### src/matrix_c_config.svh
`ifndef MATRIX_C_CONFIG_SVH
`define MATRIX_C_CONFIG_SVH

// element and cache line geometry
`define MC_ELEM_BITS 32
`define MC_LINE_BITS 512
`define MC_LINE_ELEMS 16

// row and column index width
`define MC_INDEX_BITS 16

// element count of one read from 1 to 16
`define MC_SIZE_BITS 5

// byte address width
`define MC_ADDR_BITS 64

// queue depths
`define MC_JOB_DEPTH 32
`define MC_CMD_DEPTH 4

`endif

### src/matrix_c_pkg.sv
`include "matrix_c_config.svh"

package matrix_c_pkg;

    // one row or column position inside matrix C
    typedef logic [`MC_INDEX_BITS-1:0] index_t;

    typedef logic [`MC_ELEM_BITS-1:0] element_t;

    typedef logic [`MC_LINE_BITS-1:0] line_t;

    // unpacked element tagged with its position
    typedef struct packed {
        index_t   ii;
        index_t   jj;
        element_t data;
    } job_t;

    // walker FSM
    typedef enum logic [2:0] {
        WALK_IDLE,
        WALK_BOUNDS,
        WALK_SETUP,
        WALK_ISSUE,
        WALK_WAIT_LINE,
        WALK_NEXT_CHUNK
    } walker_state_t;

endpackage

### src/mem_cmd_pkg.sv
`include "matrix_c_config.svh"

package mem_cmd_pkg;

    // byte address into shared memory
    typedef logic [`MC_ADDR_BITS-1:0] address_t;

    // number of elements moved by one read
    typedef logic [`MC_SIZE_BITS-1:0] size_t;

    // read command as it waits in the command queue
    // ii and jj come back with the response
    typedef struct packed {
        address_t             address;
        size_t                real_size;
        matrix_c_pkg::index_t ii;
        matrix_c_pkg::index_t jj;
    } read_cmd_t;

endpackage

### src/matrix_c_ifs.sv
`include "matrix_c_config.svh"

// read command from the walker towards the command queue
interface read_cmd_if;
    logic                  valid;
    mem_cmd_pkg::address_t address;
    mem_cmd_pkg::size_t    real_size;
    matrix_c_pkg::index_t  ii;
    matrix_c_pkg::index_t  jj;

    modport walker (output valid, output address, output real_size, output ii, output jj);
    modport queue (input valid, input address, input real_size, input ii, input jj);
endinterface

// element stream out of the line unpacker
interface element_if;
    logic                   valid;
    matrix_c_pkg::index_t   ii;
    matrix_c_pkg::index_t   jj;
    matrix_c_pkg::element_t data;
    // final element of the current line
    logic                   last;

    modport unpacker (output valid, output ii, output jj, output data, output last);
    modport sink (input valid, input ii, input jj, input data, input last);
endinterface

### src/sync_fifo.sv
module sync_fifo #(
    parameter type payload_t = logic,
    parameter int  DEPTH     = 4
) (
    input  logic                       clock,
    input  logic                       rstn,
    input  logic                       push,
    input  payload_t                   data_in,
    input  logic                       pop,
    output payload_t                   data_out,
    output logic                       empty,
    output logic                       full,
    output logic [$clog2(DEPTH+1)-1:0] count
);

    localparam int PTR_BITS = (DEPTH > 1) ? $clog2(DEPTH) : 1;

    payload_t            mem [DEPTH];
    logic [PTR_BITS-1:0] wr_ptr;
    logic [PTR_BITS-1:0] rd_ptr;
    logic                do_push;
    logic                do_pop;

    assign do_push = push && !full;
    assign do_pop  = pop && !empty;

    // payload storage
    always_ff @(posedge clock) begin
        if (do_push) begin
            mem[wr_ptr] <= data_in;
        end
    end

    always_ff @(posedge clock or negedge rstn) begin
        if (!rstn) begin
            wr_ptr <= '0;
            rd_ptr <= '0;
            count  <= '0;
        end else begin
            if (do_push) begin
                wr_ptr <= (wr_ptr == PTR_BITS'(DEPTH-1)) ? '0 : wr_ptr + 1'b1;
            end
            if (do_pop) begin
                rd_ptr <= (rd_ptr == PTR_BITS'(DEPTH-1)) ? '0 : rd_ptr + 1'b1;
            end
            case ({do_push, do_pop})
                2'b10:   count <= count + 1'b1;
                2'b01:   count <= count - 1'b1;
                default: count <= count;
            endcase
        end
    end

    // head shown ahead of the pop
    assign data_out = mem[rd_ptr];
    assign empty    = (count == '0);
    assign full     = (count == ($clog2(DEPTH+1))'(DEPTH));

endmodule

### src/tile_walker.sv
`include "matrix_c_config.svh"

module tile_walker (
    input  logic                               clock,
    input  logic                               rstn,
    input  logic                               start,
    input  mem_cmd_pkg::address_t              base_address,
    input  matrix_c_pkg::index_t               size_n,
    input  matrix_c_pkg::index_t               size_tile,
    input  matrix_c_pkg::index_t               ii_start,
    input  matrix_c_pkg::index_t               jj_start,
    input  logic                               cmd_queue_empty,
    input  logic [$clog2(`MC_JOB_DEPTH+1)-1:0] job_count,
    element_if.sink                            elem,
    read_cmd_if.walker                         cmd,
    output logic                               busy,
    output logic                               done
);

    localparam matrix_c_pkg::index_t LINE_STEP = `MC_LINE_ELEMS;
    localparam int JOB_ROOM_MAX = `MC_JOB_DEPTH - `MC_LINE_ELEMS;

    matrix_c_pkg::walker_state_t state;
    mem_cmd_pkg::address_t       base_q;
    mem_cmd_pkg::address_t       elem_offset;
    matrix_c_pkg::index_t        size_n_q, size_tile_q, ii_start_q, jj_start_q;
    matrix_c_pkg::index_t        ii_end, jj_end, ii_cur, jj_cur, cols_left;
    logic [`MC_INDEX_BITS:0]     ii_limit, jj_limit;
    logic                        line_done, last_chunk, room;

////////////////////////////////////////////////////////////////////////////
// tile description and bounds
////////////////////////////////////////////////////////////////////////////

    always_ff @(posedge clock) begin
        if (state == matrix_c_pkg::WALK_IDLE && start) begin
            base_q      <= base_address;
            size_n_q    <= size_n;
            size_tile_q <= size_tile;
            ii_start_q  <= ii_start;
            jj_start_q  <= jj_start;
        end
        // clip the tile at the matrix edge
        if (state == matrix_c_pkg::WALK_BOUNDS) begin
            ii_end <= (ii_limit < size_n_q) ? ii_limit[`MC_INDEX_BITS-1:0] : size_n_q;
            jj_end <= (jj_limit < size_n_q) ? jj_limit[`MC_INDEX_BITS-1:0] : size_n_q;
        end
    end

    assign ii_limit = {1'b0, ii_start_q} + {1'b0, size_tile_q};
    assign jj_limit = {1'b0, jj_start_q} + {1'b0, size_tile_q};

////////////////////////////////////////////////////////////////////////////
// walk FSM
////////////////////////////////////////////////////////////////////////////

    assign cols_left  = jj_end - jj_cur;
    assign line_done  = elem.valid && elem.last;
    assign last_chunk = (cols_left <= LINE_STEP) && ((ii_end - ii_cur) == 1);
    // a whole line must fit into the job FIFO
    assign room       = cmd_queue_empty && (job_count <= JOB_ROOM_MAX);

    always_ff @(posedge clock or negedge rstn) begin
        if (!rstn) begin
            state  <= matrix_c_pkg::WALK_IDLE;
            ii_cur <= '0;
            jj_cur <= '0;
            done   <= 1'b0;
        end else begin
            done <= 1'b0;
            case (state)
                matrix_c_pkg::WALK_IDLE: begin
                    if (start) begin
                        state <= matrix_c_pkg::WALK_BOUNDS;
                    end
                end
                matrix_c_pkg::WALK_BOUNDS: begin
                    state <= matrix_c_pkg::WALK_SETUP;
                end
                matrix_c_pkg::WALK_SETUP: begin
                    ii_cur <= ii_start_q;
                    jj_cur <= jj_start_q;
                    // tile lies outside the matrix
                    if (ii_end <= ii_start_q || jj_end <= jj_start_q) begin
                        done  <= 1'b1;
                        state <= matrix_c_pkg::WALK_IDLE;
                    end else begin
                        state <= matrix_c_pkg::WALK_ISSUE;
                    end
                end
                matrix_c_pkg::WALK_ISSUE: begin
                    if (room) begin
                        state <= matrix_c_pkg::WALK_WAIT_LINE;
                    end
                end
                matrix_c_pkg::WALK_WAIT_LINE: begin
                    if (line_done && last_chunk) begin
                        done  <= 1'b1;
                        state <= matrix_c_pkg::WALK_IDLE;
                    end else if (line_done) begin
                        state <= matrix_c_pkg::WALK_NEXT_CHUNK;
                    end
                end
                matrix_c_pkg::WALK_NEXT_CHUNK: begin
                    if (cols_left > LINE_STEP) begin
                        jj_cur <= jj_cur + LINE_STEP;
                    end else begin
                        jj_cur <= jj_start_q;
                        ii_cur <= ii_cur + 1'b1;
                    end
                    state <= matrix_c_pkg::WALK_ISSUE;
                end
                default: state <= matrix_c_pkg::WALK_IDLE;
            endcase
        end
    end

    // word offset of the first element
    assign elem_offset = mem_cmd_pkg::address_t'(ii_cur) * mem_cmd_pkg::address_t'(size_n_q)
                       + mem_cmd_pkg::address_t'(jj_cur);

    assign cmd.valid     = (state == matrix_c_pkg::WALK_ISSUE) && room;
    assign cmd.address   = base_q + (elem_offset << $clog2(`MC_ELEM_BITS/8));
    assign cmd.real_size = (cols_left > LINE_STEP) ? mem_cmd_pkg::size_t'(`MC_LINE_ELEMS)
                                                   : cols_left[`MC_SIZE_BITS-1:0];
    assign cmd.ii        = ii_cur;
    assign cmd.jj        = jj_cur;
    assign busy          = (state != matrix_c_pkg::WALK_IDLE);

endmodule

### src/line_unpacker.sv
`include "matrix_c_config.svh"

module line_unpacker (
    input  logic                 clock,
    input  logic                 rstn,
    input  logic                 resp_valid,
    input  matrix_c_pkg::line_t  resp_line,
    input  mem_cmd_pkg::size_t   resp_real_size,
    input  matrix_c_pkg::index_t resp_ii,
    input  matrix_c_pkg::index_t resp_jj,
    element_if.unpacker          elem
);

    matrix_c_pkg::line_t  shift_q;
    mem_cmd_pkg::size_t   left_q;
    matrix_c_pkg::index_t ii_q;
    matrix_c_pkg::index_t jj_q;

    // memory words arrive in the other byte order
    function automatic matrix_c_pkg::element_t swap_bytes(input matrix_c_pkg::element_t value);
        matrix_c_pkg::element_t swapped;
        for (int b = 0; b < `MC_ELEM_BITS/8; b++) begin
            swapped[8*b +: 8] = value[`MC_ELEM_BITS-8-8*b +: 8];
        end
        return swapped;
    endfunction

////////////////////////////////////////////////////////////////////////////
// element counter
////////////////////////////////////////////////////////////////////////////

    always_ff @(posedge clock or negedge rstn) begin
        if (!rstn) begin
            left_q <= '0;
        end else if (resp_valid) begin
            left_q <= resp_real_size;
        end else if (left_q != '0) begin
            left_q <= left_q - 1'b1;
        end
    end

////////////////////////////////////////////////////////////////////////////
// line shift register
////////////////////////////////////////////////////////////////////////////

    always_ff @(posedge clock) begin
        if (resp_valid) begin
            shift_q <= resp_line;
            ii_q    <= resp_ii;
            jj_q    <= resp_jj;
        end else if (left_q != '0) begin
            // next element moves up to the top slot
            shift_q <= shift_q << `MC_ELEM_BITS;
            jj_q    <= jj_q + 1'b1;
        end
    end

    assign elem.valid = (left_q != '0);
    assign elem.last  = (left_q == mem_cmd_pkg::size_t'(1));
    assign elem.ii    = ii_q;
    assign elem.jj    = jj_q;
    assign elem.data  = swap_bytes(shift_q[`MC_LINE_BITS-1 -: `MC_ELEM_BITS]);

endmodule

### src/matrix_c_job_control.sv
`include "matrix_c_config.svh"

module matrix_c_job_control (
    input  logic                   clock,
    input  logic                   rstn,
    input  logic                   start,
    input  mem_cmd_pkg::address_t  base_address,
    input  matrix_c_pkg::index_t   size_n,
    input  matrix_c_pkg::index_t   size_tile,
    input  matrix_c_pkg::index_t   ii_start,
    input  matrix_c_pkg::index_t   jj_start,
    output logic                   busy,
    output logic                   done,
    // read command queue
    output logic                   cmd_request,
    input  logic                   cmd_grant,
    output mem_cmd_pkg::address_t  cmd_address,
    output mem_cmd_pkg::size_t     cmd_real_size,
    output matrix_c_pkg::index_t   cmd_ii,
    output matrix_c_pkg::index_t   cmd_jj,
    // read response of one full line
    input  logic                   resp_valid,
    input  matrix_c_pkg::line_t    resp_line,
    input  mem_cmd_pkg::size_t     resp_real_size,
    input  matrix_c_pkg::index_t   resp_ii,
    input  matrix_c_pkg::index_t   resp_jj,
    // job queue
    output logic                   job_empty,
    input  logic                   job_pop,
    output matrix_c_pkg::index_t   job_ii,
    output matrix_c_pkg::index_t   job_jj,
    output matrix_c_pkg::element_t job_data
);

    read_cmd_if rd_cmd ();
    element_if  elem_bus ();

    mem_cmd_pkg::read_cmd_t             cmd_in, cmd_head;
    matrix_c_pkg::job_t                 job_in, job_head;
    logic                               cmd_empty;
    logic [$clog2(`MC_JOB_DEPTH+1)-1:0] job_count;

////////////////////////////////////////////////////////////////////////////
// command path
////////////////////////////////////////////////////////////////////////////

    tile_walker walker (
        .clock           (clock),
        .rstn            (rstn),
        .start           (start),
        .base_address    (base_address),
        .size_n          (size_n),
        .size_tile       (size_tile),
        .ii_start        (ii_start),
        .jj_start        (jj_start),
        .cmd_queue_empty (cmd_empty),
        .job_count       (job_count),
        .elem            (elem_bus.sink),
        .cmd             (rd_cmd.walker),
        .busy            (busy),
        .done            (done)
    );

    assign cmd_in = '{address: rd_cmd.address, real_size: rd_cmd.real_size,
                      ii: rd_cmd.ii, jj: rd_cmd.jj};

    sync_fifo #(.payload_t(mem_cmd_pkg::read_cmd_t), .DEPTH(`MC_CMD_DEPTH)) cmd_fifo (
        .clock    (clock),
        .rstn     (rstn),
        .push     (rd_cmd.valid),
        .data_in  (cmd_in),
        .pop      (cmd_grant),
        .data_out (cmd_head),
        .empty    (cmd_empty),
        .full     (),
        .count    ()
    );

    assign cmd_request   = !cmd_empty;
    assign cmd_address   = cmd_head.address;
    assign cmd_real_size = cmd_head.real_size;
    assign cmd_ii        = cmd_head.ii;
    assign cmd_jj        = cmd_head.jj;

////////////////////////////////////////////////////////////////////////////
// response and job path
////////////////////////////////////////////////////////////////////////////

    line_unpacker unpacker (
        .clock          (clock),
        .rstn           (rstn),
        .resp_valid     (resp_valid),
        .resp_line      (resp_line),
        .resp_real_size (resp_real_size),
        .resp_ii        (resp_ii),
        .resp_jj        (resp_jj),
        .elem           (elem_bus.unpacker)
    );

    assign job_in = '{ii: elem_bus.ii, jj: elem_bus.jj, data: elem_bus.data};

    sync_fifo #(.payload_t(matrix_c_pkg::job_t), .DEPTH(`MC_JOB_DEPTH)) job_fifo (
        .clock    (clock),
        .rstn     (rstn),
        .push     (elem_bus.valid),
        .data_in  (job_in),
        .pop      (job_pop),
        .data_out (job_head),
        .empty    (job_empty),
        .full     (),
        .count    (job_count)
    );

    assign job_ii   = job_head.ii;
    assign job_jj   = job_head.jj;
    assign job_data = job_head.data;

endmodule

### config.mk
export PLATFORM = sky130hd
export DESIGN_NAME = matrix_c_job_control
export DESIGN_NICKNAME = d
export VERILOG_FILES = /design/src/matrix_c_pkg.sv /design/src/mem_cmd_pkg.sv /design/src/matrix_c_ifs.sv /design/src/sync_fifo.sv /design/src/tile_walker.sv /design/src/line_unpacker.sv /design/src/matrix_c_job_control.sv
export VERILOG_INCLUDE_DIRS = /design/src
export SDC_FILE = /design/constraint.sdc
export NUM_CORES = 2
export LEC_CHECK = 0
export BUFFER_PORTS_ARGS = -buffer_cell sky130_fd_sc_hd__buf_4
export CORE_ASPECT_RATIO = 1.5
export CORE_UTILIZATION = 27
export DETAILED_ROUTE_END_ITERATION = 6
export PLACE_DENSITY_LB_ADDON = 0.12
export REMOVE_ABC_BUFFERS = 1
export SYNTH_ARGS = -nofsm -noshare
export SYNTH_HDL_FRONTEND = slang
export SYNTH_HIERARCHICAL = 1
export SYNTH_SLANG_ARGS = --single-unit
### constraint.sdc
create_clock -name clock -period 19.19 [get_ports clock]
set_input_delay 1.919 -clock clock [delete_from_list [all_inputs] [get_ports clock]]
set_output_delay 1.919 -clock clock [all_outputs]
set_load 0.01 [all_outputs]
Word level (Yosys, flattened, before mapping)
Memory sizes are Yosys's and may differ from the RTL's.
Cells that the tools add are included.
Widths: inputs -> output; s select.
{"block": "totals", "regBits": 768, "ram_bits": 2452, "inputBits": 683, "output_inout_bits": 169, "wordCells": 128, "mem_count": 2}
{"block": "op_classes", "n_addsub": 18, "multipliers": 1, "n_lt_le_gt_ge": 7, "eq_ne": 21, "n_mux": 32, "n_reduce_logical": 26}
{"memory": "job_fifo.mem", "depth": 32, "word_bits": 64, "read_ports": 1, "rd_clocked_by_memory_dff": 0, "wr": 1, "line": "sync_fifo.sv:18", "source": "payload_t mem [DEPTH];"}
{"memory": "cmd_fifo.mem", "depth": 4, "word_bits": 101, "read_ports": 1, "rd_clocked_by_memory_dff": 0, "wr": 1, "line": "sync_fifo.sv:18"}
{"cell": "$mux 512", "count": 2}
{"cell": "$mux 16", "count": 6}
{"cell": "$add 64x64->64", "count": 1}
{"cell": "$pmux 16 s2", "count": 2}
{"cell": "$add 16x16->17", "count": 2}
{"cell": "$lt 17x16->1", "count": 2}
{"cell": "$add 32x16->33", "count": 1}
{"cell": "$add 16x1->16 const B", "count": 2}
{"cell": "$eq 32x1->1 const B", "count": 1}
{"cell": "$le 16x16->1", "count": 2}
{"cell": "$mul 16x16->32", "count": 1}
{"cell": "$mux 5", "count": 5}
{"cell": "$pmux 3 s6", "count": 1}
{"cell": "$sub 16x16->17", "count": 1}
{"cell": "$add 16x5->16 const B", "count": 1}
{"cell": "$gt 16x5->1 const B", "count": 1}
{"cell": "$le 16x5->1 const B", "count": 1}
{"cell": "$sub 16x16->16", "count": 1}
{"cell": "$mux 3", "count": 4}
{"cell": "$pmux 6 s2", "count": 1}
{"cell": "$add 5x1->5 const B", "count": 2}
{"cell": "$eq 5x5->1 const B", "count": 2}
{"cell": "$logic_and 1x1->1", "count": 10}
{"cell": "$eq 3x3->1 const B", "count": 3}
{"cell": "29 further kinds", "count": 50}

Longest topological paths before layout
{"block": "depth", "word_depth": 6, "depth_mapped": 34}

By module
The synthesis kept the hierarchy.
{"module": "sync_fifo (job_fifo)", "instances": 1, "cells_per_inst": 3681, "area_each_um2": 78713.0}
{"module": "line_unpacker", "instances": 1, "cells_per_inst": 1252, "area_each_um2": 23239.8}
{"module": "tile_walker", "instances": 1, "cells_per_inst": 2465, "area_each_um2": 22945.8}
{"module": "sync_fifo (cmd_fifo)", "instances": 1, "cells_per_inst": 568, "area_each_um2": 15087.0}
{"module": "matrix_c_job_control", "instances": 1, "cells_per_inst": 1, "area_each_um2": 3.8}

Worst setup path after synthesis
Ideal clock, no wire load.
{"block": "synth_path", "kind": "input to register", "start": "input start", "end": "register walker.base_q[0], enable pin", "arrival_ns": 14.841, "required_time_ns": 18.213, "slack_ns": 3.373, "stages": 1, "path_buffers": 0, "path_cell_list": "nor4b_1"}
{"block": "synth_between", "elab_chain_len": 1}
{"item": "start, declared", "line": "matrix_c_job_control.sv:6", "source": "input logic start,"}
{"item": "$logic_and 1x1->1", "line": "tile_walker.sv:36", "source": "if (state == matrix_c_pkg::WALK_IDLE && start) begin"}
{"item": "end signal, assigned", "line": "tile_walker.sv:37", "source": "base_q <= base_address;"}
{"item": "end, declared", "line": "tile_walker.sv:24", "source": "mem_cmd_pkg::address_t base_q;"}
Every way passes these cells.
A chain may end at the register's enable or synchronous reset.

Final worst setup path
{"block": "layout_path", "start": "register walker.ii_cur[10] (netlist: walker/cmd.ii[10])", "end": "memory cmd_fifo/mem[3][96] (netlist name), data pin"}
{"block": "layout_between", "elab_chain_len": 3}
{"item": "start, declared", "line": "tile_walker.sv:27", "source": "matrix_c_pkg::index_t ii_end, jj_end, ii_cur, jj_cur, cols_left;"}
{"item": "start signal, assigned", "line": "tile_walker.sv:81", "source": "ii_cur <= ii_start_q;"}
{"item": "start signal, assigned", "line": "tile_walker.sv:109", "source": "ii_cur <= ii_cur + 1'b1;"}
{"item": "$mul 16x16->32", "line": "tile_walker.sv:119", "source": "assign elem_offset = mem_cmd_pkg::address_t'(ii_cur) * mem_cmd_pkg::address_t'(size_n_q)"}
{"item": "$add 32x16->33", "line": "tile_walker.sv:120", "source": "+ mem_cmd_pkg::address_t'(jj_cur);"}
{"item": "$add 64x64->64", "line": "tile_walker.sv:123", "source": "assign cmd.address = base_q + (elem_offset << $clog2(`MC_ELEM_BITS/8));"}
{"item": "named net rd_cmd.address[59]", "line": "matrix_c_ifs.sv:6", "source": "mem_cmd_pkg::address_t address;"}
{"item": "end, declared", "line": "sync_fifo.sv:18"}
The timed path passes the listed nets, and every way through them passes these cells.

==> summary.json <==
{
  "grt_pass1_wl": {"value": 672000, "unit": "um"},
  "largest_net_degree_at_the_start_of_global_routing": {"value": 136},
  "first_iter_violations": {"value": 4933},
  "min_path_cells": {"value": 0},
  "worst_skew_pair.late_latency": {"value": 1030, "unit": "ps"},
  "setup_ws": {"value": 8430, "unit": "ps"},
  "max_cap_viol_count": {"value": 0},
  "timing.critical_path.arrival": {"value": 11450, "unit": "ps"},
  "grt_antenna_before_repair": {"value": 52},
  "setup_viol": {"value": 0},
  "core": {"value": 516000, "unit": "um^2"},
  "final_core_util": {"value": 32.2, "unit": "%"},
  "die_w": {"value": 590, "unit": "um"},
  "filler_cell_count": {"value": 50200},
  "critPathSlowestCell": {"value": "sky130_fd_sc_hd__dfrtp_1"},
  "reg2reg_to": {"value": "cmd_fifo/mem[3][96]"},
  "place_congestion": {"value": 0.876},
  "die_area": {"value": 521000, "unit": "um^2"},
  "drtPass1Iterations": {"value": 6},
  "synthesis.area": {"value": 140000, "unit": "um^2"},
  "max-slew-margin-rel": {"value": 8.97, "unit": "%"},
  "min_period_over_period": {"value": 56.1, "unit": "%"},
  "finalHoldViolCount": {"value": 0},
  "route.detailed.drc": {"value": 0},
  "worst_setup_hold_path_clk_slew": {"value": 60, "unit": "ps"},
  "dieHeight": {"value": 884, "unit": "um"},
  "max_clock_freq": {"value": 92.9, "unit": "MHz"},
  "post_cts_resize_count": {"value": 0},
  "reg2reg_depth": {"value": 30},
  "detailroute.via_count": {"value": 76800},
  "detailedPlacementHpwl": {"value": 317000, "unit": "um"},
  "most-common-layout-cells": {"value": "3156 x sky130_fd_sc_hd__edfxtp_1, 1031 x sky130_fd_sc_hd__buf_4, 522 x sky130_fd_sc_hd__mux2_2"},
  "crit_path_max_cell_delay": {"value": 1060, "unit": "ps"},
  "rows": {"value": 323},
  "numCtsBuffers": {"value": 349},
  "layout.cells.most_common": {"value": "sky130_fd_sc_hd__edfxtp_1"},
  "floorplan.io_pins": {"value": 852},
  "critPathLaunchType": {"value": "register"},
  "fin_max_slew_vios": {"value": 0},
  "stdcell_count": {"value": 16100},
  "critPathMostFrequentCell": {"value": "sky130_fd_sc_hd__fa_1"},
  "hold_end": {"value": "cmd_fifo/mem[0][37]"},
  "preCtsSetupSlack": {"value": 8470, "unit": "ps"},
  "regToRegSetupSlack": {"value": 8430, "unit": "ps"},
  "post_cts.repair.setup_buffers": {"value": 0},
  "tritoncts_num_sinks": {"value": 3220},
  "startpoint_of_the_worst_slack_reg_to_reg_timing_path": {"value": "walker/cmd.ii[10]"},
  "rsz0062_at_grt": {"value": "no"},
  "post_synth_inst_count": {"value": 7966},
  "global_route.usage.total": {"value": 18.5, "unit": "%"},
  "grt_overflow": {"value": 0},
  "first_global_vias": {"value": 82800},
  "cts_max_level": {"value": 5},
  "cts_root_buffer": {"value": "sky130_fd_sc_hd__clkbuf_16"},
  "setup.worst_path.end_class": {"value": "register"},
  "path_class": {"value": "reg2reg"},
  "flow.area_growth_from_synthesis": {"value": 18.7, "unit": "%"},
  "mean_instance_size_in_the_synthesized_netlist": {"value": 17.6, "unit": "um^2"},
  "post_cts_hold_buffer_count": {"value": 0},
  "initial_core_util": {"value": 27.1, "unit": "%"},
  "numPortBuffers": {"value": 851},
  "fin_hold_ws": {"value": 503, "unit": "ps"},
  "drive_gt1_share": {"value": 27.9, "unit": "%"},
  "run_status": {"value": "complete, no violations"},
  "route.antenna.remaining_nets": {"value": 0},
  "placedCellCount": {"value": 15400},
  "fin_worst_skew": {"value": 79.7, "unit": "ps"},
  "worst_hold_path_type": {"value": "reg2reg"},
  "wl_per_cell": {"value": 30.4, "unit": "um"},
  "num-nets-final": {"value": 10200},
  "wl": {"value": 490000, "unit": "um"},
  "critPathMaxFanout": {"value": 18},
  "max_slew.worst_pin.slew": {"value": 1370, "unit": "ps"},
  "number_of_synthesis_warnings": {"value": 6},
  "drt-vias-per-instance": {"value": 4.77},
  "max-clock-path-buffers": {"value": 4},
  "worstPathRequired": {"value": 19880, "unit": "ps"},
  "final.min_clock_period": {"value": 10760, "unit": "ps"},
  "hold_start": {"value": "walker/base_q[0]"},
  "cts_tree": {"value": "done"}
}
## metal layers
| layer | vias to the layer above | track usage (%) | wire (um) |
|---|---|---|---|
| met5 | - | 0 | 135 |
| met2 | 1927 | 34.4 | 262000 |
| met1 | 41000 | 21.5 | 190000 |
| met3 | 596 | 2.89 | 22300 |
| li1 | 33200 | - | - |
| met4 | 20 | 5.60 | 15600 |
## worst max-delay path: cells and delay by family (launching register included)
family,cells,cell delay [ps]
buffers and inverters,5,930
flip-flops,1,1060
adder cells (fa/ha/maj),8,3540
XOR/XNOR,2,390
AO/OA/AOI/OAI,11,3610
AND/OR/NAND/NOR,4,940
## sequential cells by signal, indices dropped and copies added, names as in the netlist, 64 cells and up
name,cells
cmd_fifo/mem,404
job_fifo/mem,2048
unpacker/shift_q,512
walker/base_q,64
## worst max path at each step
stage / to / depth (start not counted) / slack [ps] / start
6_report: cmd_fifo/mem[3][96] / 30 / 8430 / walker/cmd.ii[10]
5_1_grt: cmd_fifo/mem[3][96] / 30 / 7920 / walker/cmd.ii[10]
4_1_cts: cmd_fifo/mem[3][96] / 30 / 8450 / walker/cmd.ii[10]
3_5_place_dp: cmd_fifo/mem[0][88] / 30 / 8470 / walker/cmd.ii[10]
3_3_place_gp: cmd_fifo/mem[0][96] / 30 / 8590 / walker/cmd.ii[10]
2_1_floorplan: job_data[26] / 4 / -7740 / job_fifo/rd_ptr[0]
## final cells by class
class | count | area [um^2] | share of cell area, %
flip-flops and latches | 3220 | 96400 | 58.0
multi-input cells | 3931 | 40200 | 24.2
clock buffers | 428 | 9120 | 5.49
well taps | 6825 | 8540 | 5.14
repair buffers | 1045 | 8020 | 4.82
clock inverters | 211 | 2240 | 1.35
inverters | 420 | 1590 | 0.956
diodes | 23 | 57.6 | 0.0346
## through the flow
stage / instance area (um^2) / TNS, ps
after global routing: 166000 / 0
after floorplan: 138000 / -512780
after detailed placement: 155000 / 0
after global placement: 155000 / 0
final: 166000 / 0
after CTS: 166000 / 0
Power is not shown: default switching activity piles up to over one toggle a cycle in this logic, so the estimate is an artifact.
